### config.mk
export PLATFORM = sky130hd
export DESIGN_NAME = riscvTop
export DESIGN_NICKNAME = d
export VERILOG_FILES = /design/src/logic/rvPkg.sv /design/src/logic/riscvTop.sv /design/src/logic/datapath.sv /design/src/logic/controlFsm.sv /design/src/logic/dataCache.sv /design/src/logic/regFile.sv /design/src/logic/alu.sv
export SDC_FILE = /design/constraint.sdc
export NUM_CORES = 2
export LEC_CHECK = 0
export BUFFER_PORTS_ARGS = -buffer_cell sky130_fd_sc_hd__buf_2
export CORE_MARGIN = 5
export CORE_UTILIZATION = 55
export CTS_CLUSTER_DIAMETER = 100
export DETAILED_ROUTE_END_ITERATION = 16
export GPL_TIMING_DRIVEN = 0
export PLACE_DENSITY = 0.74
export SETUP_SLACK_MARGIN = 0.05
export SLEW_MARGIN = 20
export SYNTH_ARGS = -nofsm -noshare
export SYNTH_HDL_FRONTEND = slang
export SYNTH_SLANG_ARGS = --single-unit
export TNS_END_PERCENT = 1
### constraint.sdc
create_clock -name CLK -period 8.5 [get_ports CLK]
set_clock_uncertainty 0.05 [all_clocks]
set_input_delay 0.425 -clock CLK [delete_from_list [all_inputs] [get_ports CLK]]
set_output_delay 0.425 -clock CLK [all_outputs]
set_load 0.005 [all_outputs]
### src/logic/rvPkg.sv
package rvPkg;

	// byte address width of pc and both memories
	localparam int addrWidth = 12;

	localparam logic [6:0] opReg    = 7'b0110011;
	localparam logic [6:0] opImm    = 7'b0010011;
	localparam logic [6:0] opLoad   = 7'b0000011;
	localparam logic [6:0] opStore  = 7'b0100011;
	localparam logic [6:0] opBranch = 7'b1100011;
	localparam logic [6:0] opJal    = 7'b1101111;
	localparam logic [6:0] opSystem = 7'b1110011;

	localparam logic [3:0] aluAdd = 4'd0;
	localparam logic [3:0] aluSub = 4'd1;
	localparam logic [3:0] aluAnd = 4'd2;
	localparam logic [3:0] aluOr  = 4'd3;
	localparam logic [3:0] aluXor = 4'd4;
	localparam logic [3:0] aluSlt = 4'd5;

	localparam logic [1:0] immI = 2'd0;
	localparam logic [1:0] immS = 2'd1;
	localparam logic [1:0] immB = 2'd2;
	localparam logic [1:0] immJ = 2'd3;

	localparam logic [1:0] wbAlu = 2'd0;
	localparam logic [1:0] wbMem = 2'd1;
	localparam logic [1:0] wbPc4 = 2'd2;

	// one instruction word, five field layouts
	typedef union packed {
		struct packed {
			logic [6:0] funct7;
			logic [4:0] rs2;
			logic [4:0] rs1;
			logic [2:0] funct3;
			logic [4:0] rd;
			logic [6:0] opcode;
		} rType;
		struct packed {
			logic [11:0] imm;
			logic [4:0] rs1;
			logic [2:0] funct3;
			logic [4:0] rd;
			logic [6:0] opcode;
		} iType;
		struct packed {
			logic [6:0] immHi;
			logic [4:0] rs2;
			logic [4:0] rs1;
			logic [2:0] funct3;
			logic [4:0] immLo;
			logic [6:0] opcode;
		} sType;
		struct packed {
			logic i12;
			logic [5:0] i10to5;
			logic [4:0] rs2;
			logic [4:0] rs1;
			logic [2:0] funct3;
			logic [3:0] i4to1;
			logic i11;
			logic [6:0] opcode;
		} bType;
		struct packed {
			logic i20;
			logic [9:0] i10to1;
			logic i11;
			logic [7:0] i19to12;
			logic [4:0] rd;
			logic [6:0] opcode;
		} jType;
	} rvInstr;

endpackage
### src/logic/riscvTop.sv
`timescale 1ns/1ps

module riscvTop #(
	parameter int cacheLines = 16
) (
	input  logic CLK,
	input  logic rstN,
	output logic iMemCsN,
	output logic [rvPkg::addrWidth-1:0] iMemAddr,
	input  logic [31:0] iMemDi,
	output logic dMemCsN,
	output logic dMemWen,
	output logic [rvPkg::addrWidth-3:0] dMemAddr,
	output logic [31:0] dMemDout,
	input  logic [31:0] dMemDi,
	output logic rfWe,
	output logic [4:0] rfWa,
	output logic [31:0] rfWd,
	output logic halt,
	output logic [31:0] numInst
);
	import rvPkg::*;

	rvInstr instr;
	logic aluZero;
	logic stall;
	logic irWrite;
	logic pcWrite;
	logic pcSel;
	logic abWrite;
	logic aluOutWrite;
	logic mdrWrite;
	logic [1:0] aluSrcA;
	logic [1:0] aluSrcB;
	logic [1:0] immSel;
	logic [3:0] aluOp;
	logic [1:0] wbSel;
	logic memRead;
	logic memWrite;
	logic [addrWidth-1:0] cacheAddr;
	logic [31:0] cacheWdata;
	logic [31:0] cacheRdata;

	controlFsm control0 (
		.CLK(CLK), .rstN(rstN), .instr(instr), .aluZero(aluZero), .stall(stall),
		.iMemCsN(iMemCsN), .irWrite(irWrite), .pcWrite(pcWrite), .pcSel(pcSel),
		.abWrite(abWrite), .aluOutWrite(aluOutWrite), .mdrWrite(mdrWrite),
		.aluSrcA(aluSrcA), .aluSrcB(aluSrcB), .immSel(immSel), .aluOp(aluOp),
		.wbSel(wbSel), .rfWe(rfWe), .memRead(memRead), .memWrite(memWrite),
		.halt(halt), .numInst(numInst)
	);

	datapath datapath0 (
		.CLK(CLK), .rstN(rstN), .iMemDi(iMemDi), .iMemAddr(iMemAddr), .instr(instr),
		.irWrite(irWrite), .pcWrite(pcWrite), .pcSel(pcSel), .abWrite(abWrite),
		.aluOutWrite(aluOutWrite), .mdrWrite(mdrWrite), .aluSrcA(aluSrcA),
		.aluSrcB(aluSrcB), .immSel(immSel), .aluOp(aluOp), .wbSel(wbSel), .rfWe(rfWe),
		.aluZero(aluZero), .cacheAddr(cacheAddr), .cacheWdata(cacheWdata),
		.cacheRdata(cacheRdata), .rfWa(rfWa), .rfWd(rfWd)
	);

	dataCache #(
		.cacheLines(cacheLines)
	) cache0 (
		.CLK(CLK), .rstN(rstN), .memRead(memRead), .memWrite(memWrite),
		.addr(cacheAddr), .wdata(cacheWdata), .rdata(cacheRdata), .stall(stall),
		.dMemCsN(dMemCsN), .dMemWen(dMemWen), .dMemAddr(dMemAddr),
		.dMemDout(dMemDout), .dMemDi(dMemDi)
	);

endmodule

### src/logic/datapath.sv
`timescale 1ns/1ps

module datapath (
	input  logic CLK,
	input  logic rstN,
	input  logic [31:0] iMemDi,
	output logic [rvPkg::addrWidth-1:0] iMemAddr,
	output rvPkg::rvInstr instr,
	input  logic irWrite,
	input  logic pcWrite,
	input  logic pcSel,
	input  logic abWrite,
	input  logic aluOutWrite,
	input  logic mdrWrite,
	input  logic [1:0] aluSrcA,
	input  logic [1:0] aluSrcB,
	input  logic [1:0] immSel,
	input  logic [3:0] aluOp,
	input  logic [1:0] wbSel,
	input  logic rfWe,
	output logic aluZero,
	output logic [rvPkg::addrWidth-1:0] cacheAddr,
	output logic [31:0] cacheWdata,
	input  logic [31:0] cacheRdata,
	output logic [4:0] rfWa,
	output logic [31:0] rfWd
);
	import rvPkg::*;

	logic [addrWidth-1:0] pc;
	logic [addrWidth-1:0] oldPc;
	logic [31:0] aReg;
	logic [31:0] bReg;
	logic [31:0] aluOut;
	logic [31:0] mdr;
	logic [31:0] rd1;
	logic [31:0] rd2;
	logic [31:0] imm;
	logic [31:0] opA;
	logic [31:0] opB;
	logic [31:0] aluResult;

	assign iMemAddr = pc;
	assign cacheAddr = aluOut[addrWidth-1:0];
	assign cacheWdata = bReg;
	assign rfWa = instr.rType.rd;

	always_ff @(posedge CLK) begin
		if (!rstN)
			pc <= '0;
		else if (pcWrite)
			// taken branch uses the target held in aluOut
			pc <= pcSel ? aluOut[addrWidth-1:0] : aluResult[addrWidth-1:0];
	end

	// payload registers
	always_ff @(posedge CLK) begin
		if (irWrite) begin
			instr <= iMemDi;
			oldPc <= pc;
		end
		if (abWrite) begin
			aReg <= rd1;
			bReg <= rd2;
		end
		if (aluOutWrite)
			aluOut <= aluResult;
		if (mdrWrite)
			mdr <= cacheRdata;
	end

	always_comb begin
		case (immSel)
			immS: imm = {{20{instr.sType.immHi[6]}}, instr.sType.immHi, instr.sType.immLo};
			immB: imm = {{19{instr.bType.i12}}, instr.bType.i12, instr.bType.i11,
				instr.bType.i10to5, instr.bType.i4to1, 1'b0};
			immJ: imm = {{11{instr.jType.i20}}, instr.jType.i20, instr.jType.i19to12,
				instr.jType.i11, instr.jType.i10to1, 1'b0};
			default: imm = {{20{instr.iType.imm[11]}}, instr.iType.imm};
		endcase
	end

	always_comb begin
		case (aluSrcA)
			2'd0: opA = {{(32-addrWidth){1'b0}}, pc};
			2'd1: opA = {{(32-addrWidth){1'b0}}, oldPc};
			default: opA = aReg;
		endcase
		case (aluSrcB)
			2'd0: opB = bReg;
			2'd1: opB = imm;
			default: opB = 32'd4;
		endcase
	end

	// pc was already advanced in IF, so it is the link value
	always_comb begin
		case (wbSel)
			wbMem: rfWd = mdr;
			wbPc4: rfWd = {{(32-addrWidth){1'b0}}, pc};
			default: rfWd = aluOut;
		endcase
	end

	alu alu0 (
		.a(opA), .b(opB), .op(aluOp), .result(aluResult), .zero(aluZero)
	);

	regFile regFile0 (
		.CLK(CLK), .rstN(rstN), .ra1(instr.rType.rs1), .ra2(instr.rType.rs2),
		.rd1(rd1), .rd2(rd2), .we(rfWe), .wa(rfWa), .wd(rfWd)
	);

endmodule

### src/logic/controlFsm.sv
`timescale 1ns/1ps

module controlFsm (
	input  logic CLK,
	input  logic rstN,
	input  rvPkg::rvInstr instr,
	input  logic aluZero,
	input  logic stall,
	output logic iMemCsN,
	output logic irWrite,
	output logic pcWrite,
	output logic pcSel,
	output logic abWrite,
	output logic aluOutWrite,
	output logic mdrWrite,
	output logic [1:0] aluSrcA,
	output logic [1:0] aluSrcB,
	output logic [1:0] immSel,
	output logic [3:0] aluOp,
	output logic [1:0] wbSel,
	output logic rfWe,
	output logic memRead,
	output logic memWrite,
	output logic halt,
	output logic [31:0] numInst
);
	import rvPkg::*;

	localparam logic [2:0] sIdle   = 3'd0;
	localparam logic [2:0] sIf     = 3'd1;
	localparam logic [2:0] sId     = 3'd2;
	localparam logic [2:0] sEx     = 3'd3;
	localparam logic [2:0] sMem    = 3'd4;
	localparam logic [2:0] sWb     = 3'd5;
	localparam logic [2:0] sHalted = 3'd6;

	logic [2:0] state;
	logic [2:0] nextState;
	logic [6:0] opcode;
	logic [3:0] rOp;
	logic retire;

	assign opcode = instr.rType.opcode;
	assign halt = (state == sHalted);

	// R-type function decode
	always_comb begin
		case (instr.rType.funct3)
			3'b000: rOp = instr.rType.funct7[5] ? aluSub : aluAdd;
			3'b010: rOp = aluSlt;
			3'b100: rOp = aluXor;
			3'b110: rOp = aluOr;
			3'b111: rOp = aluAnd;
			default: rOp = aluAdd;
		endcase
	end

	always_comb begin
		iMemCsN = 1'b1;
		irWrite = 1'b0;
		pcWrite = 1'b0;
		pcSel = 1'b0;
		abWrite = 1'b0;
		aluOutWrite = 1'b0;
		mdrWrite = 1'b0;
		// operand A: 0 pc, 1 old pc, 2 reg A; operand B: 0 reg B, 1 imm, 2 four
		aluSrcA = 2'd2;
		aluSrcB = 2'd0;
		immSel = immI;
		aluOp = aluAdd;
		wbSel = wbAlu;
		rfWe = 1'b0;
		memRead = 1'b0;
		memWrite = 1'b0;
		retire = 1'b0;
		nextState = state;
		case (state)
			sIdle: nextState = sIf;
			sIf: begin
				// fetch and pc + 4 in the same cycle
				iMemCsN = 1'b0;
				irWrite = 1'b1;
				aluSrcA = 2'd0;
				aluSrcB = 2'd2;
				pcWrite = 1'b1;
				nextState = sId;
			end
			sId: begin
				// branch target parked in aluOut for EX
				abWrite = 1'b1;
				aluSrcA = 2'd1;
				aluSrcB = 2'd1;
				immSel = immB;
				aluOutWrite = 1'b1;
				nextState = (opcode == opSystem) ? sHalted : sEx;
			end
			sEx: begin
				case (opcode)
					opReg: begin
						aluOp = rOp;
						aluOutWrite = 1'b1;
						nextState = sWb;
					end
					opImm, opLoad, opStore: begin
						aluSrcB = 2'd1;
						immSel = (opcode == opStore) ? immS : immI;
						aluOutWrite = 1'b1;
						nextState = (opcode == opImm) ? sWb : sMem;
					end
					opBranch: begin
						aluOp = aluSub;
						pcSel = 1'b1;
						pcWrite = aluZero;
						retire = 1'b1;
						nextState = sIf;
					end
					opJal: begin
						aluSrcA = 2'd1;
						aluSrcB = 2'd1;
						immSel = immJ;
						pcWrite = 1'b1;
						rfWe = 1'b1;
						wbSel = wbPc4;
						retire = 1'b1;
						nextState = sIf;
					end
					default: begin
						retire = 1'b1;
						nextState = sIf;
					end
				endcase
			end
			sMem: begin
				if (opcode == opLoad) begin
					memRead = 1'b1;
					mdrWrite = !stall;
					nextState = stall ? sMem : sWb;
				end else begin
					memWrite = 1'b1;
					retire = 1'b1;
					nextState = sIf;
				end
			end
			sWb: begin
				rfWe = 1'b1;
				wbSel = (opcode == opLoad) ? wbMem : wbAlu;
				retire = 1'b1;
				nextState = sIf;
			end
			sHalted: nextState = sHalted;
			default: nextState = sIdle;
		endcase
	end

	always_ff @(posedge CLK) begin
		if (!rstN) begin
			state <= sIdle;
			numInst <= '0;
		end else begin
			state <= nextState;
			if (retire)
				numInst <= numInst + 32'd1;
		end
	end

endmodule

### src/logic/dataCache.sv
`timescale 1ns/1ps

module dataCache #(
	parameter int cacheLines = 16
) (
	input  logic CLK,
	input  logic rstN,
	input  logic memRead,
	input  logic memWrite,
	input  logic [rvPkg::addrWidth-1:0] addr,
	input  logic [31:0] wdata,
	output logic [31:0] rdata,
	output logic stall,
	output logic dMemCsN,
	output logic dMemWen,
	output logic [rvPkg::addrWidth-3:0] dMemAddr,
	output logic [31:0] dMemDout,
	input  logic [31:0] dMemDi
);
	import rvPkg::*;

	localparam int idxWidth = $clog2(cacheLines);
	localparam int tagWidth = addrWidth - 2 - idxWidth;

	logic [cacheLines-1:0] valid;
	logic [tagWidth-1:0] tagMem [cacheLines];
	logic [31:0] dataMem [cacheLines];
	logic [idxWidth-1:0] idx;
	logic [tagWidth-1:0] tag;
	logic hit;
	logic missIssue;
	// high in the cycle memory data comes back
	logic fillQ;

	assign idx = addr[idxWidth+1:2];
	assign tag = addr[addrWidth-1:idxWidth+2];
	assign hit = valid[idx] && (tagMem[idx] == tag);
	assign rdata = dataMem[idx];
	assign stall = memRead && !hit;

	// read request goes out once per miss
	assign missIssue = memRead && !hit && !fillQ;

	assign dMemCsN = !(missIssue || memWrite);
	assign dMemWen = memWrite;
	assign dMemAddr = addr[addrWidth-1:2];
	assign dMemDout = wdata;

	always_ff @(posedge CLK) begin
		if (!rstN) begin
			valid <= '0;
			fillQ <= 1'b0;
		end else begin
			fillQ <= missIssue;
			if (fillQ)
				valid[idx] <= 1'b1;
		end
	end

	// write-through, only a hit updates the line
	always_ff @(posedge CLK) begin
		if (fillQ) begin
			tagMem[idx] <= tag;
			dataMem[idx] <= dMemDi;
		end else if (memWrite && hit) begin
			dataMem[idx] <= wdata;
		end
	end

endmodule

### src/logic/regFile.sv
`timescale 1ns/1ps

module regFile (
	input  logic CLK,
	input  logic rstN,
	input  logic [4:0] ra1,
	input  logic [4:0] ra2,
	output logic [31:0] rd1,
	output logic [31:0] rd2,
	input  logic we,
	input  logic [4:0] wa,
	input  logic [31:0] wd
);

	logic [31:0] regs [32];

	// x0 reads as zero
	assign rd1 = (ra1 == 5'd0) ? 32'd0 : regs[ra1];
	assign rd2 = (ra2 == 5'd0) ? 32'd0 : regs[ra2];

	always_ff @(posedge CLK) begin
		if (!rstN) begin
			for (int i = 0; i < 32; i++)
				regs[i] <= '0;
		end else if (we && wa != 5'd0) begin
			regs[wa] <= wd;
		end
	end

endmodule

### src/logic/alu.sv
`timescale 1ns/1ps

module alu (
	input  logic [31:0] a,
	input  logic [31:0] b,
	input  logic [3:0] op,
	output logic [31:0] result,
	output logic zero
);
	import rvPkg::*;

	always_comb begin
		case (op)
			aluAdd: result = a + b;
			aluSub: result = a - b;
			aluAnd: result = a & b;
			aluOr:  result = a | b;
			aluXor: result = a ^ b;
			// signed compare
			aluSlt: result = {31'd0, $signed(a) < $signed(b)};
			default: result = '0;
		endcase
	end

	assign zero = (result == 32'd0);

endmodule

==> flow_results.xml <==
<?xml version="1.0" encoding="UTF-8"?>
<metrics>
  <group name="cells_and_area">
    <metric name="nets" unit="">6591</metric>
    <metric name="final_layout_size_suffix_gt1_share" unit="%">25.3</metric>
    <metric name="multi_input_comb_area" unit="mm²">0.0331</metric>
    <metric name="area_growth" unit="%">14.1</metric>
    <metric name="layout.cell_area.non_filler" unit="mm²">0.104</metric>
    <metric name="filler_cell_count_in_the_final_layout" unit="">11600</metric>
    <metric name="ff_latch_area" unit="mm²">0.0555</metric>
    <metric name="final_core_utilization" unit="%">63.0</metric>
  </group>
  <group name="cts">
    <metric name="insertion_delay_of_the_later_clocked_pin_in_the_worst_skew_pair" unit="ns">0.90</metric>
    <metric name="clock_path_buffers" unit="">3</metric>
    <metric name="clkTransAtPathRegs" unit="ns">0.07</metric>
    <metric name="cts_tree" unit="">built</metric>
    <metric name="clock_tree.htree_level_count" unit="">4</metric>
    <metric name="total_clock_buffers_created_by_cts" unit="">189</metric>
    <metric name="clkSinkCount" unit="">1872</metric>
    <metric name="clock-root-buffer" unit="">sky130_fd_sc_hd__clkbuf_16</metric>
  </group>
  <group name="placement">
    <metric name="hpwlAfterDp" unit="mm">227</metric>
    <metric name="port_buffers" unit="">193</metric>
    <metric name="globalplace.congestion" unit="">1.09</metric>
    <metric name="post_dp_cell_area" unit="mm²">0.0965</metric>
  </group>
  <group name="synthesis">
    <metric name="yosys_register_bits" unit="">1872</metric>
    <metric name="synth_top_area_share" unit="%">59.7</metric>
    <metric name="post_synth_num_cell_types" unit="">104</metric>
    <metric name="synth.most_common_cell" unit="">sky130_fd_sc_hd__edfxtp_1</metric>
    <metric name="synth_largest_area_cell" unit="">sky130_fd_sc_hd__edfxtp_1</metric>
    <metric name="yosys_most_used_dff" unit="">sky130_fd_sc_hd__edfxtp_1</metric>
    <metric name="synth_async_sr_flop_share" unit="%">0</metric>
    <metric name="syn-cell-area" unit="mm²">0.0908</metric>
    <metric name="synth_top_cells_by_count" unit="">1804 x sky130_fd_sc_hd__edfxtp_1, 1280 x sky130_fd_sc_hd__nor2_1, 833 x sky130_fd_sc_hd__mux4_2, 384 x sky130_fd_sc_hd__clkbuf_1, 184 x sky130_fd_sc_hd__nand2_1</metric>
    <metric name="synth_area_per_cell" unit="µm²">15.4</metric>
    <metric name="synth_edf_count" unit="">1804</metric>
    <metric name="synth.yosys.warnings" unit="">0</metric>
    <metric name="syn_inst" unit="">5897</metric>
    <metric name="synth.top_cells.by_area" unit="">sky130_fd_sc_hd__edfxtp_1 60%, sky130_fd_sc_hd__mux4_2 21%, sky130_fd_sc_hd__nor2_1 5.3%, sky130_fd_sc_hd__clkbuf_1 1.6%, sky130_fd_sc_hd__dfxtp_1 1.5%</metric>
    <metric name="synth-seq-area-share" unit="%">61.2</metric>
  </group>
  <group name="floorplan">
    <metric name="die_width" unit="µm">416</metric>
    <metric name="ioPinCount" unit="">194</metric>
    <metric name="core" unit="mm²">0.164</metric>
    <metric name="placementRows" unit="">149</metric>
    <metric name="die_h" unit="µm">416</metric>
    <metric name="initial_core_utilization" unit="%">55.2</metric>
    <metric name="fp.dieArea" unit="mm²">0.173</metric>
  </group>
  <group name="sta">
    <metric name="timing.final.crit_share" unit="%">100</metric>
    <metric name="whs" unit="ns">0.0412</metric>
    <metric name="maxClockFrequency" unit="MHz">117</metric>
    <metric name="finalMaxSlewViolations" unit="">0</metric>
    <metric name="final_hold_viol_count" unit="">0</metric>
    <metric name="relative_slew_slack" unit="%">6.80</metric>
    <metric name="rsz0062_at_grt" unit="">no</metric>
    <metric name="fin_crit" unit="ns">8.54</metric>
    <metric name="worst_slew_pin_slew" unit="ns">1.36</metric>
    <metric name="worst_slack" unit="ns">-0.0359</metric>
    <metric name="finalSetupViolCount" unit="">4</metric>
  </group>
  <group name="worst_setup_path">
    <metric name="crit_path_start_kind" unit="">flop</metric>
    <metric name="rr_endpoint" unit="">datapath0.iMemAddr[7]$_SDFFE_PN0P_</metric>
    <metric name="data_arrival_at_the_endpoint_of_the_critical_path" unit="ns">9.23</metric>
    <metric name="criticalPathCategory" unit="">reg2reg</metric>
    <metric name="worst_ep_required_time" unit="ns">9.19</metric>
    <metric name="crit_fanout" unit="">10</metric>
    <metric name="regToRegStartpoint" unit="">datapath0.instr[20]$_DFFE_PP_</metric>
    <metric name="cp-end-kind" unit="">flop</metric>
    <metric name="reg2regPathDepth" unit="">21</metric>
    <metric name="worst-r2r-setup-slack" unit="ns">-0.04</metric>
  </group>
  <group name="run_status">
    <metric name="run_status" unit="">finished with violations</metric>
    <metric name="failed_checks" unit="">setup timing</metric>
  </group>
  <group name="power">
    <metric name="max-vdd-ir-drop" unit="V">0.000249</metric>
    <metric name="total_leakage_power" unit="nW">36.7</metric>
    <metric name="power_per_cell_area" unit="mW/mm²">225</metric>
  </group>
  <group name="detailed_routing">
    <metric name="vias" unit="">61700</metric>
    <metric name="total_routed_length" unit="mm">319</metric>
    <metric name="route.layer.met1.wl" unit="mm">104</metric>
    <metric name="route.met3.wl" unit="mm">52.1</metric>
    <metric name="drt_pre_antenna_iters" unit="">8</metric>
    <metric name="amount_of_wire_on_met2_after_detailed_routing" unit="mm">139</metric>
    <metric name="dr.max_layer_used" unit="">met5</metric>
    <metric name="antenna_violating_nets_post_route" unit="">0</metric>
    <metric name="avgRoutedWirePerCell" unit="µm">36.3</metric>
    <metric name="dr.first_iter.drc_count" unit="">11500</metric>
    <metric name="drt_drc_violations_left" unit="">0</metric>
    <metric name="post_drt_via_cell_ratio" unit="">7.02</metric>
  </group>
  <group name="flow_run">
    <metric name="timing.max_cap.violations" unit="">0</metric>
  </group>
  <group name="min_path">
    <metric name="holdCritStartpoint" unit="">dMemDi[1]</metric>
    <metric name="worstHoldEndpoint" unit="">cache0.dataMem[0][1]$_DFFE_PP_</metric>
    <metric name="whs_path_depth" unit="">2</metric>
    <metric name="hp-class" unit="">in2reg</metric>
  </group>
  <group name="global_routing">
    <metric name="first_global_vias" unit="">60500</metric>
    <metric name="total_routing_resource_utilization_after_global_routing" unit="%">36.6</metric>
    <metric name="grt_pass1_wl" unit="mm">446</metric>
    <metric name="grt_antenna_before_repair" unit="">29</metric>
    <metric name="global_route.overflow_total" unit="">0</metric>
    <metric name="grt_max_degree" unit="">44</metric>
  </group>
</metrics>
[state kept, by name, summed over array words and instances, names as in the netlist, named ones only]
signal / count
datapath0.mdr: 32
cache0.fillQ: 1
datapath0.oldPc: 12
control0.state: 3
datapath0.iMemAddr: 12
datapath0.instr: 32
cache0.tagMem: 96
control0.numInst: 32
datapath0.cacheWdata: 32
datapath0.aReg: 32
cache0.dataMem: 512
cache0.valid: 16
datapath0.aluOut: 32
datapath0.regFile0.regs: 1024
[kinds of logic (layout without fill, tap and decap cells)]
family,after synthesis,count (layout),share of synthesized area [%]
DFF,1872,1872,61.2
adders and majority gates,104,104,1.45
and+or+nand+nor,1750,1750,8.04
AOI/OAI and AO/OA,494,494,3.76
buffers and inverters,665,1319,2.90
other,1,59,0.00413
xor gates and xnor gates,41,41,0.404
muxes,970,970,22.3
[cell usage in the layout (no fill, tap or decap), types with 20 or more instances in the layout]
master | Yosys | routed
sky130_fd_sc_hd__edfxtp_1 | 1804 | 1804
sky130_fd_sc_hd__buf_4 | 19 | 22
sky130_fd_sc_hd__nand2_2 | 0 | 30
sky130_fd_sc_hd__clkbuf_16 | 0 | 189
sky130_fd_sc_hd__ha_1 | 101 | 101
sky130_fd_sc_hd__dfxtp_1 | 68 | 68
sky130_fd_sc_hd__mux2_2 | 38 | 38
sky130_fd_sc_hd__clkbuf_2 | 0 | 39
sky130_fd_sc_hd__diode_2 | 0 | 27
sky130_fd_sc_hd__clkinv_2 | 0 | 35
sky130_fd_sc_hd__and3_1 | 54 | 53
sky130_fd_sc_hd__mux2i_1 | 93 | 90
sky130_fd_sc_hd__mux4_2 | 833 | 833
sky130_fd_sc_hd__clkbuf_1 | 384 | 394
sky130_fd_sc_hd__buf_2 | 34 | 242
sky130_fd_sc_hd__nand4_1 | 20 | 20
sky130_fd_sc_hd__o21ai_0 | 68 | 68
sky130_fd_sc_hd__o211ai_1 | 21 | 21
sky130_fd_sc_hd__nor2_1 | 1280 | 1263
sky130_fd_sc_hd__buf_1 | 81 | 40
sky130_fd_sc_hd__bufinv_16 | 0 | 27
sky130_fd_sc_hd__nor3_1 | 38 | 36
sky130_fd_sc_hd__inv_1 | 144 | 144
sky130_fd_sc_hd__nand3_1 | 39 | 39
sky130_fd_sc_hd__dlygate4sd3_1 | 0 | 33
sky130_fd_sc_hd__buf_16 | 0 | 30
sky130_fd_sc_hd__clkinv_1 | 0 | 42
sky130_fd_sc_hd__conb_1 | 1 | 32
sky130_fd_sc_hd__a21oi_1 | 139 | 127
sky130_fd_sc_hd__buf_12 | 0 | 26
sky130_fd_sc_hd__a22oi_1 | 49 | 38
sky130_fd_sc_hd__nand2_1 | 184 | 153
sky130_fd_sc_hd__xnor2_1 | 21 | 21
[where the power goes]
part | total [mW] | internal (mW) | switching (mW)
Combinational | 3.85 | 1.37 | 2.48
Sequential | 10.6 | 10.4 | 0.225
Clock | 8.83 | 4.97 | 3.85
[metal layers]
layer	up-vias	track usage (%)
met5	-	0.0278
met3	1075	15.0
met4	18	22.0
met2	5495	52.5
li1	24000	-
met1	31200	47.0
[critical path, stage by stage (launching register included)]
cell                       delay, ns
sky130_fd_sc_hd__edfxtp_1       0.98
sky130_fd_sc_hd__clkbuf_1       0.79
sky130_fd_sc_hd__clkbuf_2       0.67
sky130_fd_sc_hd__nor2b_1        0.21
sky130_fd_sc_hd__a21oi_1        0.06
sky130_fd_sc_hd__o21ai_0        0.48
sky130_fd_sc_hd__ha_1           0.30
sky130_fd_sc_hd__inv_1          0.08
sky130_fd_sc_hd__fa_1           0.46
sky130_fd_sc_hd__nor2b_1        0.20
sky130_fd_sc_hd__o211ai_2       0.18
sky130_fd_sc_hd__a21oi_1        0.30
sky130_fd_sc_hd__o311ai_1       0.24
sky130_fd_sc_hd__a31oi_1        0.47
sky130_fd_sc_hd__o21ai_0        0.31
sky130_fd_sc_hd__a31oi_1        0.25
sky130_fd_sc_hd__o21ai_1        0.28
sky130_fd_sc_hd__or4_1          0.70
sky130_fd_sc_hd__or4b_1         0.60
sky130_fd_sc_hd__buf_2          0.20
sky130_fd_sc_hd__mux2_4         0.30
sky130_fd_sc_hd__a221o_1        0.27
[final cells by class]
cell class,count,share of cell area (%)
Buffer,520,2.09
Clock buffer,215,4.67
Clock inverter,136,1.67
Antenna cell,27,0.0652
Multi-Input combinational cell,3391,31.9
Inverter,144,0.522
Sequential cell,1872,53.6
Timing Repair Buffer,304,2.80
Tap cell,2189,2.64
[how the worst max path moves through the flow]
stage	from	slack, ns	cells past startpoint	end
2_1_floorplan	control0.state[0]$_SDFF_PN0_	1.29	24	datapath0.iMemAddr[3]$_SDFFE_PN0P_
3_3_place_gp	control0.state[0]$_SDFF_PN0_	-1.76	23	datapath0.iMemAddr[7]$_SDFFE_PN0P_
3_5_place_dp	datapath0.instr[4]$_DFFE_PP_	-0.24	24	datapath0.iMemAddr[1]$_SDFFE_PN0P_
4_1_cts	datapath0.instr[4]$_DFFE_PP_	0.06	23	datapath0.iMemAddr[7]$_SDFFE_PN0P_
5_1_grt	datapath0.instr[5]$_DFFE_PP_	0.04	25	datapath0.iMemAddr[1]$_SDFFE_PN0P_
6_report	datapath0.instr[20]$_DFFE_PP_	-0.04	21	datapath0.iMemAddr[7]$_SDFFE_PN0P_
[what timing repair did]
action / 4_1_cts / 5_1_grt
setup endpoints to repair: 12 / 12
gates resized for setup: 2 / 5
setup buffers: 0 / 0
pin swaps: 0 / 0
hold endpoints to repair: 48 / 0
hold buffers: 33 / 0
[stage by stage]
step                      setup TNS, ns  power, mW  cells  worst slack (ns)
after floorplan                       0       12.9   5928              1.29
after detailed placement          -2.19       14.4   8386            -0.240
after CTS                             0       23.1   8770            0.0573
after global placement           -23.67       14.3   8310             -1.76
final                           -0.0777       23.3   8798           -0.0359
after global routing                  0       23.8   8771            0.0362
Power figures use the tool's default switching activity.
